File: src/source/soc_cfg.svh
`ifndef SOC_CFG_SVH
`define SOC_CFG_SVH

// ========================================
// memory map
// ========================================
`define RAM_WIDTH   8              // log2 of RAM size in words
`define RAM_BASE    32'h0000_0000  // byte address
`define UART_BASE   32'h0000_0400  // write sends low byte, read gives busy in bit 0

// ========================================
// flow control and serial timing
// ========================================
`define REQ_CREDITS 4              // ingress queue depth
`define UART_DIV    8              // clocks per serial bit

`endif
File: src/source/access_pkg.sv
package access_pkg;

   // load/store kinds as seen by the requester
   typedef enum logic [3:0] {LB, LH, LW, LBU, LHU, SB, SH, SW} mem_inst_type_t;

   typedef struct packed {
      mem_inst_type_t kind;
      logic [31:0]    addr;   // byte address
      logic [31:0]    wdata;  // store data, right aligned
   } access_req_t;

   typedef struct packed {
      logic [31:0] rdata;
      logic        exc;       // misaligned or unmapped
   } access_resp_t;

   function automatic logic is_load(input mem_inst_type_t kind);
      return kind inside {LB, LH, LW, LBU, LHU};
   endfunction

   function automatic logic is_store(input mem_inst_type_t kind);
      return kind inside {SB, SH, SW};
   endfunction

endpackage

File: src/source/req_ingress.sv
`timescale 1ns/1ns
`include "soc_cfg.svh"

module req_ingress import access_pkg::*; (
   input  logic        clk_i,
   input  logic        rst_n_i,
   input  logic        req_valid_i,
   input  access_req_t req_i,
   input  logic        pop_i,
   output access_req_t head_o,
   output logic        head_valid_o,
   output logic        credit_o
);

   localparam int DEPTH = `REQ_CREDITS;
   localparam int PTR_W = (DEPTH > 1) ? $clog2(DEPTH) : 1;

   access_req_t      queue_q [DEPTH];
   logic [PTR_W-1:0] wr_ptr_q;
   logic [PTR_W-1:0] rd_ptr_q;
   logic [PTR_W:0]   count_q;
   logic             push;
   logic             pop;

   function automatic logic [PTR_W-1:0] next_ptr(input logic [PTR_W-1:0] ptr);
      return (ptr == PTR_W'(DEPTH - 1)) ? '0 : ptr + 1'b1;
   endfunction

   assign head_valid_o = (count_q != '0);
   assign push         = req_valid_i && (count_q != (PTR_W+1)'(DEPTH));  // credits keep it from full
   assign pop          = pop_i && head_valid_o;
   assign head_o       = queue_q[rd_ptr_q];  // oldest entry

   always_ff @(posedge clk_i) begin
      if (push) begin
         queue_q[wr_ptr_q] <= req_i;
      end
   end

   always_ff @(posedge clk_i) begin
      if (!rst_n_i) begin
         wr_ptr_q <= '0;
         rd_ptr_q <= '0;
         count_q  <= '0;
         credit_o <= 1'b0;
      end else begin
         credit_o <= pop;  // slot freed, hand the credit back
         if (push) begin
            wr_ptr_q <= next_ptr(wr_ptr_q);
         end
         if (pop) begin
            rd_ptr_q <= next_ptr(rd_ptr_q);
         end
         case ({push, pop})
            2'b10:   count_q <= count_q + 1'b1;
            2'b01:   count_q <= count_q - 1'b1;
            default: ;
         endcase
      end
   end

endmodule

File: config.mk
export PLATFORM = sky130hd
export DESIGN_NAME = req_ingress
export DESIGN_NICKNAME = d
export VERILOG_FILES = /design/src/source/access_pkg.sv /design/src/source/req_ingress.sv
export VERILOG_INCLUDE_DIRS = /design/src /design/src/source
export SDC_FILE = /design/constraint.sdc
export NUM_CORES = 1
export LEC_CHECK = 0
export BUFFER_PORTS_ARGS = -buffer_cell sky130_fd_sc_hd__buf_2
export CORE_MARGIN = 3
export CORE_UTILIZATION = 60
export DETAILED_ROUTE_END_ITERATION = 8
export PLACE_DENSITY_LB_ADDON = 0.05
export SLEW_MARGIN = 30
export SYNTH_ARGS = -nofsm -noshare
export SYNTH_HDL_FRONTEND = slang
export SYNTH_SLANG_ARGS = --single-unit
File: constraint.sdc
create_clock -name clk_i -period 7.8 [get_ports clk_i]
set_clock_uncertainty 0.05 [all_clocks]
set_input_delay 0.78 -clock clk_i [delete_from_list [all_inputs] [get_ports clk_i]]
set_output_delay 0.78 -clock clk_i [all_outputs]
set_load 0.05 [all_outputs]
==> out/qor.yml, run 1 <==
fin_setup_tns_ps: 0
syn_to_final_growth_pct: 19.0
first_pass_iters: 4
synthAdderAreaFrac_pct: 0.919
layout-drive-gt1-share_pct: 44.4
ys.warnings.count: 0
tightest_slew_ps: 714
start_util_pct: 61.7
synth.avg_cell_area_um2: 25.1
core_area_um2: 16800
drt-initial-drc-count: 307
clock.fmax_mhz: 268
die_h_um: 137
ios: 142
synth_compound_area_share_pct: 0.387
synth_area_um2: 10300
synth_top_family_by_area: "multiplexers"
vias: 4720
grt_use_met3_pct: 5.51
cts_buffers: 28
hold_violations: 0
finalWirelength_mm: 18.0
via_per_inst: 5.79
layout_commonest_cell: "edfxtp_1"
synth_nets: 492
fin_crit_sh_pct: 47.8
grt_max_degree: 40
antenna_found_initial: 5
globalRouteMet1Util_pct: 26.0
path_cells: "buf_4 > mux4_2 > buf_2"
final.fill_count: 978
grt_overflow_total: 0
clkTransAtPathRegs_ps: 60
seq_area_frac_synth_pct: 80.9
final_nets: 652
ys_types: 26
ctsHtreeMaxLevel: 1
cp.required_ps: 6970
instances_no_fill: 815
dp.cells: 763
cts_buffer_depth: 3
setup_viol: 0
ir_drop_mv: 0.242
leakage_nw: 4.17
grt_pass1_vias: 5062
synthMuxAreaShare_pct: 14.9
crit_arrival_ps: 2900
use_met2_pct: 32.4
dp_hpwl_mm: 10.7
port_buffers: 141
end_kind: "output pin"
critPathKind: "flop to output pin"
ant_nets: 0
rows: 47
tritoncts: "built"
fin_crit_ps: 3730
ys_ff_latch: 282
finalMaxSlewViolations: 0
drc_errors: 0
relSlewSlack_pct: 52.4
rsz0062_at_grt: "no"
max_cap_viol_count: 0
synth_simple_gate_area_share_pct: 1.16
worst-path-buf-inv: 2
cts_setup_buffers: 0
cts_resized: 0
dieArea_um2: 18900
cpLargestDelayFamily: "buffers and inverters"
globalplace.congestion: 0.714
wl_per_cell_um: 22.1
p_total_mw: 4.56
ctsRootBufferMaster: "clkbuf_16"
cts_sinks: 282
postCtsHoldBufs: 0
cpPeakStageDelay_ps: 790
cp_slowest_cell: "dfxtp_4"
worst_hold_path_type: "primary input to flop"
grt_pass1_wl_mm: 27.7
final_cell_mix: "272 x edfxtp_1, 141 x buf_2, 68 x mux4_2, 29 x clkbuf_16, 8 x dfxtp_1"
worst_setup_path_start_kind: "flop"
syn-instance-count: 413
clk_latency_ps: 520
gr-usage-all-layers_pct: 19.7
die_x_um: 137
outcome: "completed"
synth_xor_area_share_pct: 0.169
critPathMaxFanout: 36
power_density_nw_per_um2: 370
busiest_layer: "met2"
[cells in the mapped netlist]
cell type  count  area share (%)
dfxtp_1       10             1.9
mux2i_1        1           0.097
buf_6          1            0.11
a21boi_0       1           0.073
and3_1         5            0.30
and2_4         1           0.085
o31ai_1        1           0.073
xnor2_1        1           0.085
ha_1           6            0.73
nor2_1         2           0.073
buf_12         3            0.58
nand4_1        1           0.060
buf_2          4            0.19
clkbuf_1       5            0.18
mux4_2        68              15
xor2_1         1           0.085
fa_1           1            0.19
nand2_1        6            0.22
or3b_1         1           0.085
edfxtp_1     272              79
o21ai_0        5            0.24
inv_1          7            0.25
nand3_1        2           0.097
buf_4          4            0.29
or3_1          2            0.12
and2_1         2            0.12
[cells by family after synthesis]
| logic type | Yosys count |
|---|---|
| xor+xnor | 2 |
| buf+inv | 24 |
| simple gates | 22 |
| flops | 282 |
| mux | 69 |
| compound gates | 7 |
| fa+ha+maj | 7 |
[final timing paths]
| kind | cells past startpoint | slack, ps | end | start |
|---|---|---|---|---|
| worst min register to register | 2 | 450 | wr_ptr_q[1]$_SDFFE_PN0P_ | wr_ptr_q[1]$_SDFFE_PN0P_ |
| worst max register to register | 9 | 5320 | count_q[2]$_SDFFE_PN0P_ | count_q[2]$_SDFFE_PN0P_ |
| worst max-delay path | 3 | 4070 | head_o[57] | flop |
| worst min-delay path | 1 | 410 | queue_q[0][61]$_DFFE_PP_ | req_i[61] |
[layer usage]
layer	wire length [um]	vias to the layer above
met5	35	-
met2	9120	146
met1	7090	2444
met4	435	6
li1	-	2079
met3	1350	45
[stage by stage]
step / setup WS, ps / hold slack, ps / utilization [%] / cell area, um2
final: 4070 / 410 / 73.5 / 12300
after detailed placement: 4510 / 447 / 67.7 / 11300
after global placement: 4490 / 428 / 67.0 / 11200
after floorplan: 4900 / 418 / - / 10300
after CTS: 3960 / 394 / 73.4 / 12300
after global routing: 3800 / 401 / 73.5 / 12300
[state kept, by name, indices dropped and copies added (netlist names), named ones only]
register and cells:
wr_ptr_q 2, rd_ptr_q 2, count_q 3, queue_q 272, credit_o 1
[worst reg2reg max path, stage by stage, from the launching register on]
cell and delay (ps):
dfxtp_1 380, or3b_1 470, and2_4 220, inv_1 50
ha_1 170, inv_1 60, fa_1 370, xor2_1 150
or3_1 300, a21boi_0 170
[power breakdown]
part / total, mW / switching, mW / internal (mW)
clock: 1.39 / 0.520 / 0.870
sequential: 1.91 / 0.0893 / 1.83
combinational: 1.25 / 0.855 / 0.395
total: 4.56 / 1.46 / 3.09
[cell type report]
| cell class | instances | area, um2 | share of cell area [%] |
|---|---|---|---|
| multi-input combinational | 107 | 1830 | 14.9 |
| sequential | 282 | 8380 | 68.0 |
| inverter | 7 | 26.3 | 0.213 |
| clock buffer | 33 | 741 | 6.02 |
| antenna | 2 | 5.00 | 0.0406 |
| timing repair buffer | 147 | 828 | 6.73 |
| clock inverter | 17 | 229 | 1.86 |
| tap | 220 | 275 | 2.24 |
(Power assumes the default switching activity.)
==> inputs of run 2 (changes only) <==
Settings changed: CORE_UTILIZATION 60 to 51.
Clock period 7.8 ns to 3.1 ns, I/O delays scaled along.
==> out/qor.yml, run 2 (synthesized netlist as in run 1, its figures left out) <==
setup_viol: 0  # unchanged
vias: 4913  # +4.1%
die_x_um: 148  # +8.1%
ctsRootBufferMaster: "clkbuf_16"
cp_slowest_cell: "dfxtp_4"
grt_pass1_vias: 5310  # +4.9%
outcome: "completed"
grt_max_degree: 45  # +13%
tritoncts: "built"
min_path_cells: 2  # +1
dp_hpwl_mm: 10.7  # -0.50%
layout-drive-gt1-share_pct: 39.8  # -4.5 points
fin_crit_sh_pct: 84.9
first_pass_iters: 4  # unchanged
finalMaxSlewViolations: 0  # unchanged
post-place-ws_ps: 619  # -3900 ps
wl_per_cell_um: 19.9  # -10%
clk_latency_ps: 520  # about the same
cts_sinks: 282  # unchanged
globalplace.congestion: 0.690  # -3.3%
crit_arrival_ps: 2270  # -630 ps
gr-usage-all-layers_pct: 17.1  # -2.6 points
crit_cells: 3  # unchanged
final_nets: 723  # +11%
top_regs: "queue_q (272), count_q (3)"
grt_overflow_total: 0  # unchanged
worst_setup_path_start_kind: "flop"
ir_drop_mv: 0.669  # +180%
port_buffers: 141  # unchanged
relSlewSlack_pct: 58.8  # +6.4 points
via_per_inst: 5.29  # -8.6%
dieArea_um2: 22000  # +17%
fin_setup_tns_ps: 0  # unchanged
cpLargestDelayFamily: "flip-flops"
drt-initial-drc-count: 222  # -28%
grt_pass1_wl_mm: 29.2  # +5.6%
postCtsHoldBufs: 68  # +68
hold_ws_ps: 36.5  # -373 ps
rsz0062_at_grt: "no"
ant_nets: 0  # unchanged
tightest_slew_ps: 613  # -101 ps
worst-path-buf-inv: 2  # unchanged
syn_to_final_growth_pct: 25.6
leakage_nw: 4.43  # +6.1%
cts_buffers: 29  # +3.6%
core_area_um2: 19700  # +18%
clkTransAtPathRegs_ps: 60  # about the same
cts_buffer_depth: 3  # unchanged
cp.required_ps: 2740  # -4230 ps
fin_util_pct: 65.9  # -7.5 points
cts_setup_buffers: 0  # unchanged
worst_hold_path_type: "primary input to flop"
rows: 51  # +8.5%
power_density_nw_per_um2: 871  # +140%
critPathKind: "flop to output pin"
die_h_um: 148  # +8.1%
max_cap_viol_count: 0  # unchanged
antenna_cells: 0  # -2
start_util_pct: 52.5  # -9.3 points
cpPeakStageDelay_ps: 630  # -160 ps
top_register: "queue_q"
antenna_found_initial: 0  # -5
postLayoutSetupSlackWorst_ps: 468  # -3600 ps
clock.fmax_mhz: 380
cts_resized: 0  # unchanged
final.fill_count: 1345  # +38%
ctsHtreeMaxLevel: 1  # unchanged
finalWirelength_mm: 18.4  # +2.3%
layout_commonest_cell: "edfxtp_1"
end_kind: "output pin"
final_cell_mix: "272 x edfxtp_1, 141 x buf_2, 68 x mux4_2, 68 x dlygate4sd3_1, 29 x clkbuf_16"
path_cells: "buf_12 > mux4_2 > buf_2"
ios: 142  # unchanged
hold_violations: 0  # unchanged
worst_r2r_path_depth: 9  # unchanged
fin_crit_ps: 2630
largest_reg_flops: 272  # unchanged
drc_errors: 0  # unchanged
critPathMaxFanout: 28  # -22%
[run 2: cell types whose count changed in the layout (fill, tap and decap cells not counted)]
cell and delta:
diode_2 -2, buf_16 -2, buf_12 +4, clkinv_1 +1, dlygate4sd3_1 +68, clkinvlp_4 +2
bufinv_16 -3
[run 2: worst paths after layout]
path / start / endpoint / slack (ps)
min: pop_i / credit_o$_SDFF_PN0_ / 40
min reg2reg: wr_ptr_q[1]$_SDFFE_PN0P_ / wr_ptr_q[1]$_SDFFE_PN0P_ / 460
max reg2reg: count_q[2]$_SDFFE_PN0P_ / count_q[2]$_SDFFE_PN0P_ / 600
max: flop / head_o[13] / 470
[run 2: routing by layer]
layer / track usage, % / vias up / share of wire, %
met5: 0 / - / 0
met4: 3.93 / 0 / 1.7
met3: 3.44 / 26 / 5.2
met2: 29.0 / 129 / 51
met1: 23.4 / 2545 / 42
li1: - / 2213 / -
[run 2: cell type report]
cell class	instances	area, um2	share of cell area, %
multi-input cells	107	1830	14.1
flip-flops and latches	282	8380	64.4
clock inverters	17	158	1.21
clock buffers	33	741	5.70
repair buffers	217	1530	11.8
well taps	265	332	2.55
inverters	7	26.3	0.202
[run 2: through the flow]
step / total power [mW] / instance area, um2 / instances
after floorplan: 7.44 / 10300 / 413
after global placement: 8.12 / 11400 / 810
after CTS: 11.5 / 13000 / 928
after detailed placement: 8.16 / 11400 / 810
final: 11.3 / 13000 / 928
after global routing: 11.8 / 13000 / 928
[run 2: worst reg2reg max path, delay by kind of cell (launching register included)]
family                     cells  cell delay [ps]
AOI/OAI and AO/OA              1              160
DFF                            1              380
buffers and inverters          2              110
adders and majority gates      2              550
xor gates and xnor gates       1              170
and+or+nand+nor                3             1000
[run 2: report_power, final]
part	switching (mW)	internal (mW)	leakage [nW]
clock network	1.30	1.94	0.438
logic	2.22	1.09	1.41
registers	0.184	4.59	2.58
==> inputs of run 3 (changes only) <==
Settings changed: ABC_AREA set to 1.
Clock period 3.1 ns to 2.3 ns, I/O delays scaled along.
==> out/qor.yml, run 3 <==
max_cap_viol_count: 0  # unchanged
finish.instance_area_um2: 13400  # +2.9%
drc_errors: 0  # unchanged
final_nets: 1035  # +43%
cts_buffers: 28  # -3.4%
finalWirelength_mm: 23.1  # +25%
die_h_um: 150  # +1.1%
ys_async_sr_fraction_pct: 0  # unchanged
synth_nets: 808  # +64%
dieArea_um2: 22500  # +2.1%
synth.avg_cell_area_um2: 14.5  # -42%
vias: 6754  # +37%
via_per_inst: 5.41  # +2.1%
cpLargestDelayFamily: "buffers and inverters"
core_area_um2: 20300  # +3.0%
final_cell_mix: "272 x edfxtp_1, 147 x nor2_1, 133 x o21ai_0, 114 x buf_2, 71 x dlygate4sd3_1"
tritoncts: "built"
globalplace.congestion: 0.720  # +4.2%
top_regs: "queue_q (272), count_q (3)"
fin_setup_tns_ps: 0  # unchanged
r2r-start: "wr_ptr_q[0]$_SDFFE_PN0P_"
cp_slowest_cell: "dfxtp_4"
path_cells: "inv_12 > buf_12 > o21ai_0 > o22ai_1 > buf_4"
yosysMostFrequentCell: "edfxtp_1"
start_util_pct: 52.1  # -0.36 points
power_density_nw_per_um2: 1260  # +44%
synth_common_cells: "272 x edfxtp_1, 151 x nor2_1, 133 x o21ai_0"
dp_hpwl_mm: 13.3  # +24%
antenna_found_initial: 2  # +2
synth_area_um2: 10600  # +2.2%
fin_crit_ps: 2190
crit_arrival_ps: 1910  # -360 ps
cts_buffer_depth: 3  # unchanged
ctsRootBufferMaster: "clkbuf_16"
cp.required_ps: 2020  # -720 ps
worst_hold_path_type: "primary input to flop"
grt_max_degree: 53  # +18%
drt-initial-drc-count: 442  # +99%
ctsHtreeMaxLevel: 1  # unchanged
synth-edff-count: 272  # unchanged
syn-instance-count: 729  # +77%
leakage_nw: 4.80  # +8.4%
rows: 52  # +2.0%
grt_pass1_wl_mm: 35.5  # +21%
die_x_um: 150  # +1.1%
gr-usage-all-layers_pct: 20.3  # +3.3 points
final.fill_count: 1501  # +12%
worst-path-buf-inv: 3  # +1
seq_area_frac_synth_pct: 79.1  # -1.8 points
ios: 142  # unchanged
ys_ff_latch: 282  # unchanged
cts_sinks: 282  # unchanged
first_pass_iters: 5  # +1
critPathKind: "flop to output pin"
finalMaxSlewViolations: 0  # unchanged
yosys-top-cells-area: "edfxtp_1 77%, o21ai_0 6.3%, nor2_1 5.4%"
post-synth-top-area-cell: "edfxtp_1"
clock.fmax_mhz: 456
hold_ws_ps: 172  # +136 ps
ant_nets: 0  # unchanged
outcome: "completed"
clk_latency_ps: 530  # about the same
relSlewSlack_pct: 74.6  # +16 points
p_total_mw: 16.8  # +48%
clkTransAtPathRegs_ps: 60  # about the same
top_register: "queue_q"
place_area_um2: 11700  # +2.3%
wl_per_cell_um: 18.5  # -7.0%
critPathMaxFanout: 39  # +39%
hp-start: "req_valid_i"
ir_drop_mv: 0.944  # +41%
syn_to_final_growth_pct: 26.4
end_kind: "output pin"
worst_setup_path_start_kind: "flop"
ys.warnings.count: 0  # unchanged
cpPeakStageDelay_ps: 410  # -220 ps
layout_commonest_cell: "edfxtp_1"
ys_types: 21  # -19%
setup_viol: 0  # unchanged
hold_violations: 0  # unchanged
grt_overflow_total: 0  # unchanged
tightest_slew_ps: 381  # -232 ps
largest_reg_flops: 272  # unchanged
layout-drive-gt1-share_pct: 21.2  # -19 points
grt_pass1_vias: 6787  # +28%
synth_ff_type: "edfxtp_1"
fin_crit_sh_pct: 95.4
yosysTopAreaCellShare_pct: 77.2  # -1.7 points
port_buffers: 141  # unchanged
[run 3: changes by cell type in the layout (fill, tap and decap cells not counted), sizes merged, moves of 3 or more]
cell / change
bufinv: -3
nor2: +149
inv: +10
and2: -3
o21ai: +133
dlygate4sd3: +3
o22ai: +68
and3: -5
clkbuf: +17
buf: +9
nand2: +8
a21oi: +4
mux4: -68
[run 3: worst paths after layout]
kind	cells after the start	slack, ps	to
worst max-delay path	5	110	head_o[57]
worst min-delay path	4	170	count_q[0]$_SDFFE_PN0P_
worst max register to register	7	440	wr_ptr_q[1]$_SDFFE_PN0P_
worst min register to register	2	490	flop
[run 3: power by group]
| part | leakage, nW | switching, mW | internal, mW |
|---|---|---|---|
| logic | 1.83 | 4.77 | 1.68 |
| clock network | 0.388 | 1.74 | 2.29 |
| registers | 2.58 | 0.154 | 6.17 |
| total | 4.80 | 6.66 | 10.1 |
[run 3: layer usage]
| layer | vias up | part of all wire, % | track usage, % |
|---|---|---|---|
| li1 | 3174 | - | - |
| met1 | 3328 | 42 | 26.0 |
| met2 | 215 | 50 | 35.8 |
| met3 | 37 | 5.9 | 3.73 |
| met4 | 0 | 2.3 | 5.86 |
| met5 | - | 0 | 0 |
[run 3: area by class of cell]
| cell class | instances | area (um2) | share of cell area (%) |
|---|---|---|---|
| well taps | 270 | 338 | 2.53 |
| diodes | 2 | 5.00 | 0.0374 |
| multi-input cells | 386 | 1910 | 14.3 |
| clock inverters | 11 | 41.3 | 0.309 |
| flip-flops and latches | 282 | 8380 | 62.6 |
| repair buffers | 240 | 1860 | 13.9 |
| clock buffers | 40 | 767 | 5.73 |
| inverters | 18 | 81.3 | 0.608 |
[run 3: worst register-to-register path, stage by stage, from the launching register on]
cell and delay [ps]:
dfxtp_2 330, inv_1 70, ha_1 290, nand3b_1 160, nand2_1 60, dlymetal6s4s_1 190
nor2_1 40, dlygate4sd3_1 550
[run 3: what timing repair did]
item                                   CTS  global route
resized for setup                       23            19
gates cloned                             0             0
hold buffers                            72             0
setup endpoints to repair               51            65
endpoints found under the hold margin  282             0
buffers inserted                         0             5
[run 3: per-stage QoR]
step | worst slack, ps | instances | utilization (%)
after floorplan | -607 | 729 | -
after global placement | 485 | 1119 | 57.6
after detailed placement | 444 | 1119 | 57.6
after CTS | -4.88 | 1242 | 65.4
after global routing | -3.91 | 1249 | 65.9
final | 105 | 1249 | 65.9
[run 3: cell families (layout without fill, tap and decap cells)]
family                   Yosys count  in the layout  synth area share (%)
AO/OA/AOI/OAI                    210            210                  10.7
adder cells (fa/ha/maj)            7              7                 0.899
buffers and inverters             61            309                  3.17
flip-flops                       282            282                  79.1
other                              0              2                     0
AND/OR/NAND/NOR                  169            169                  6.10
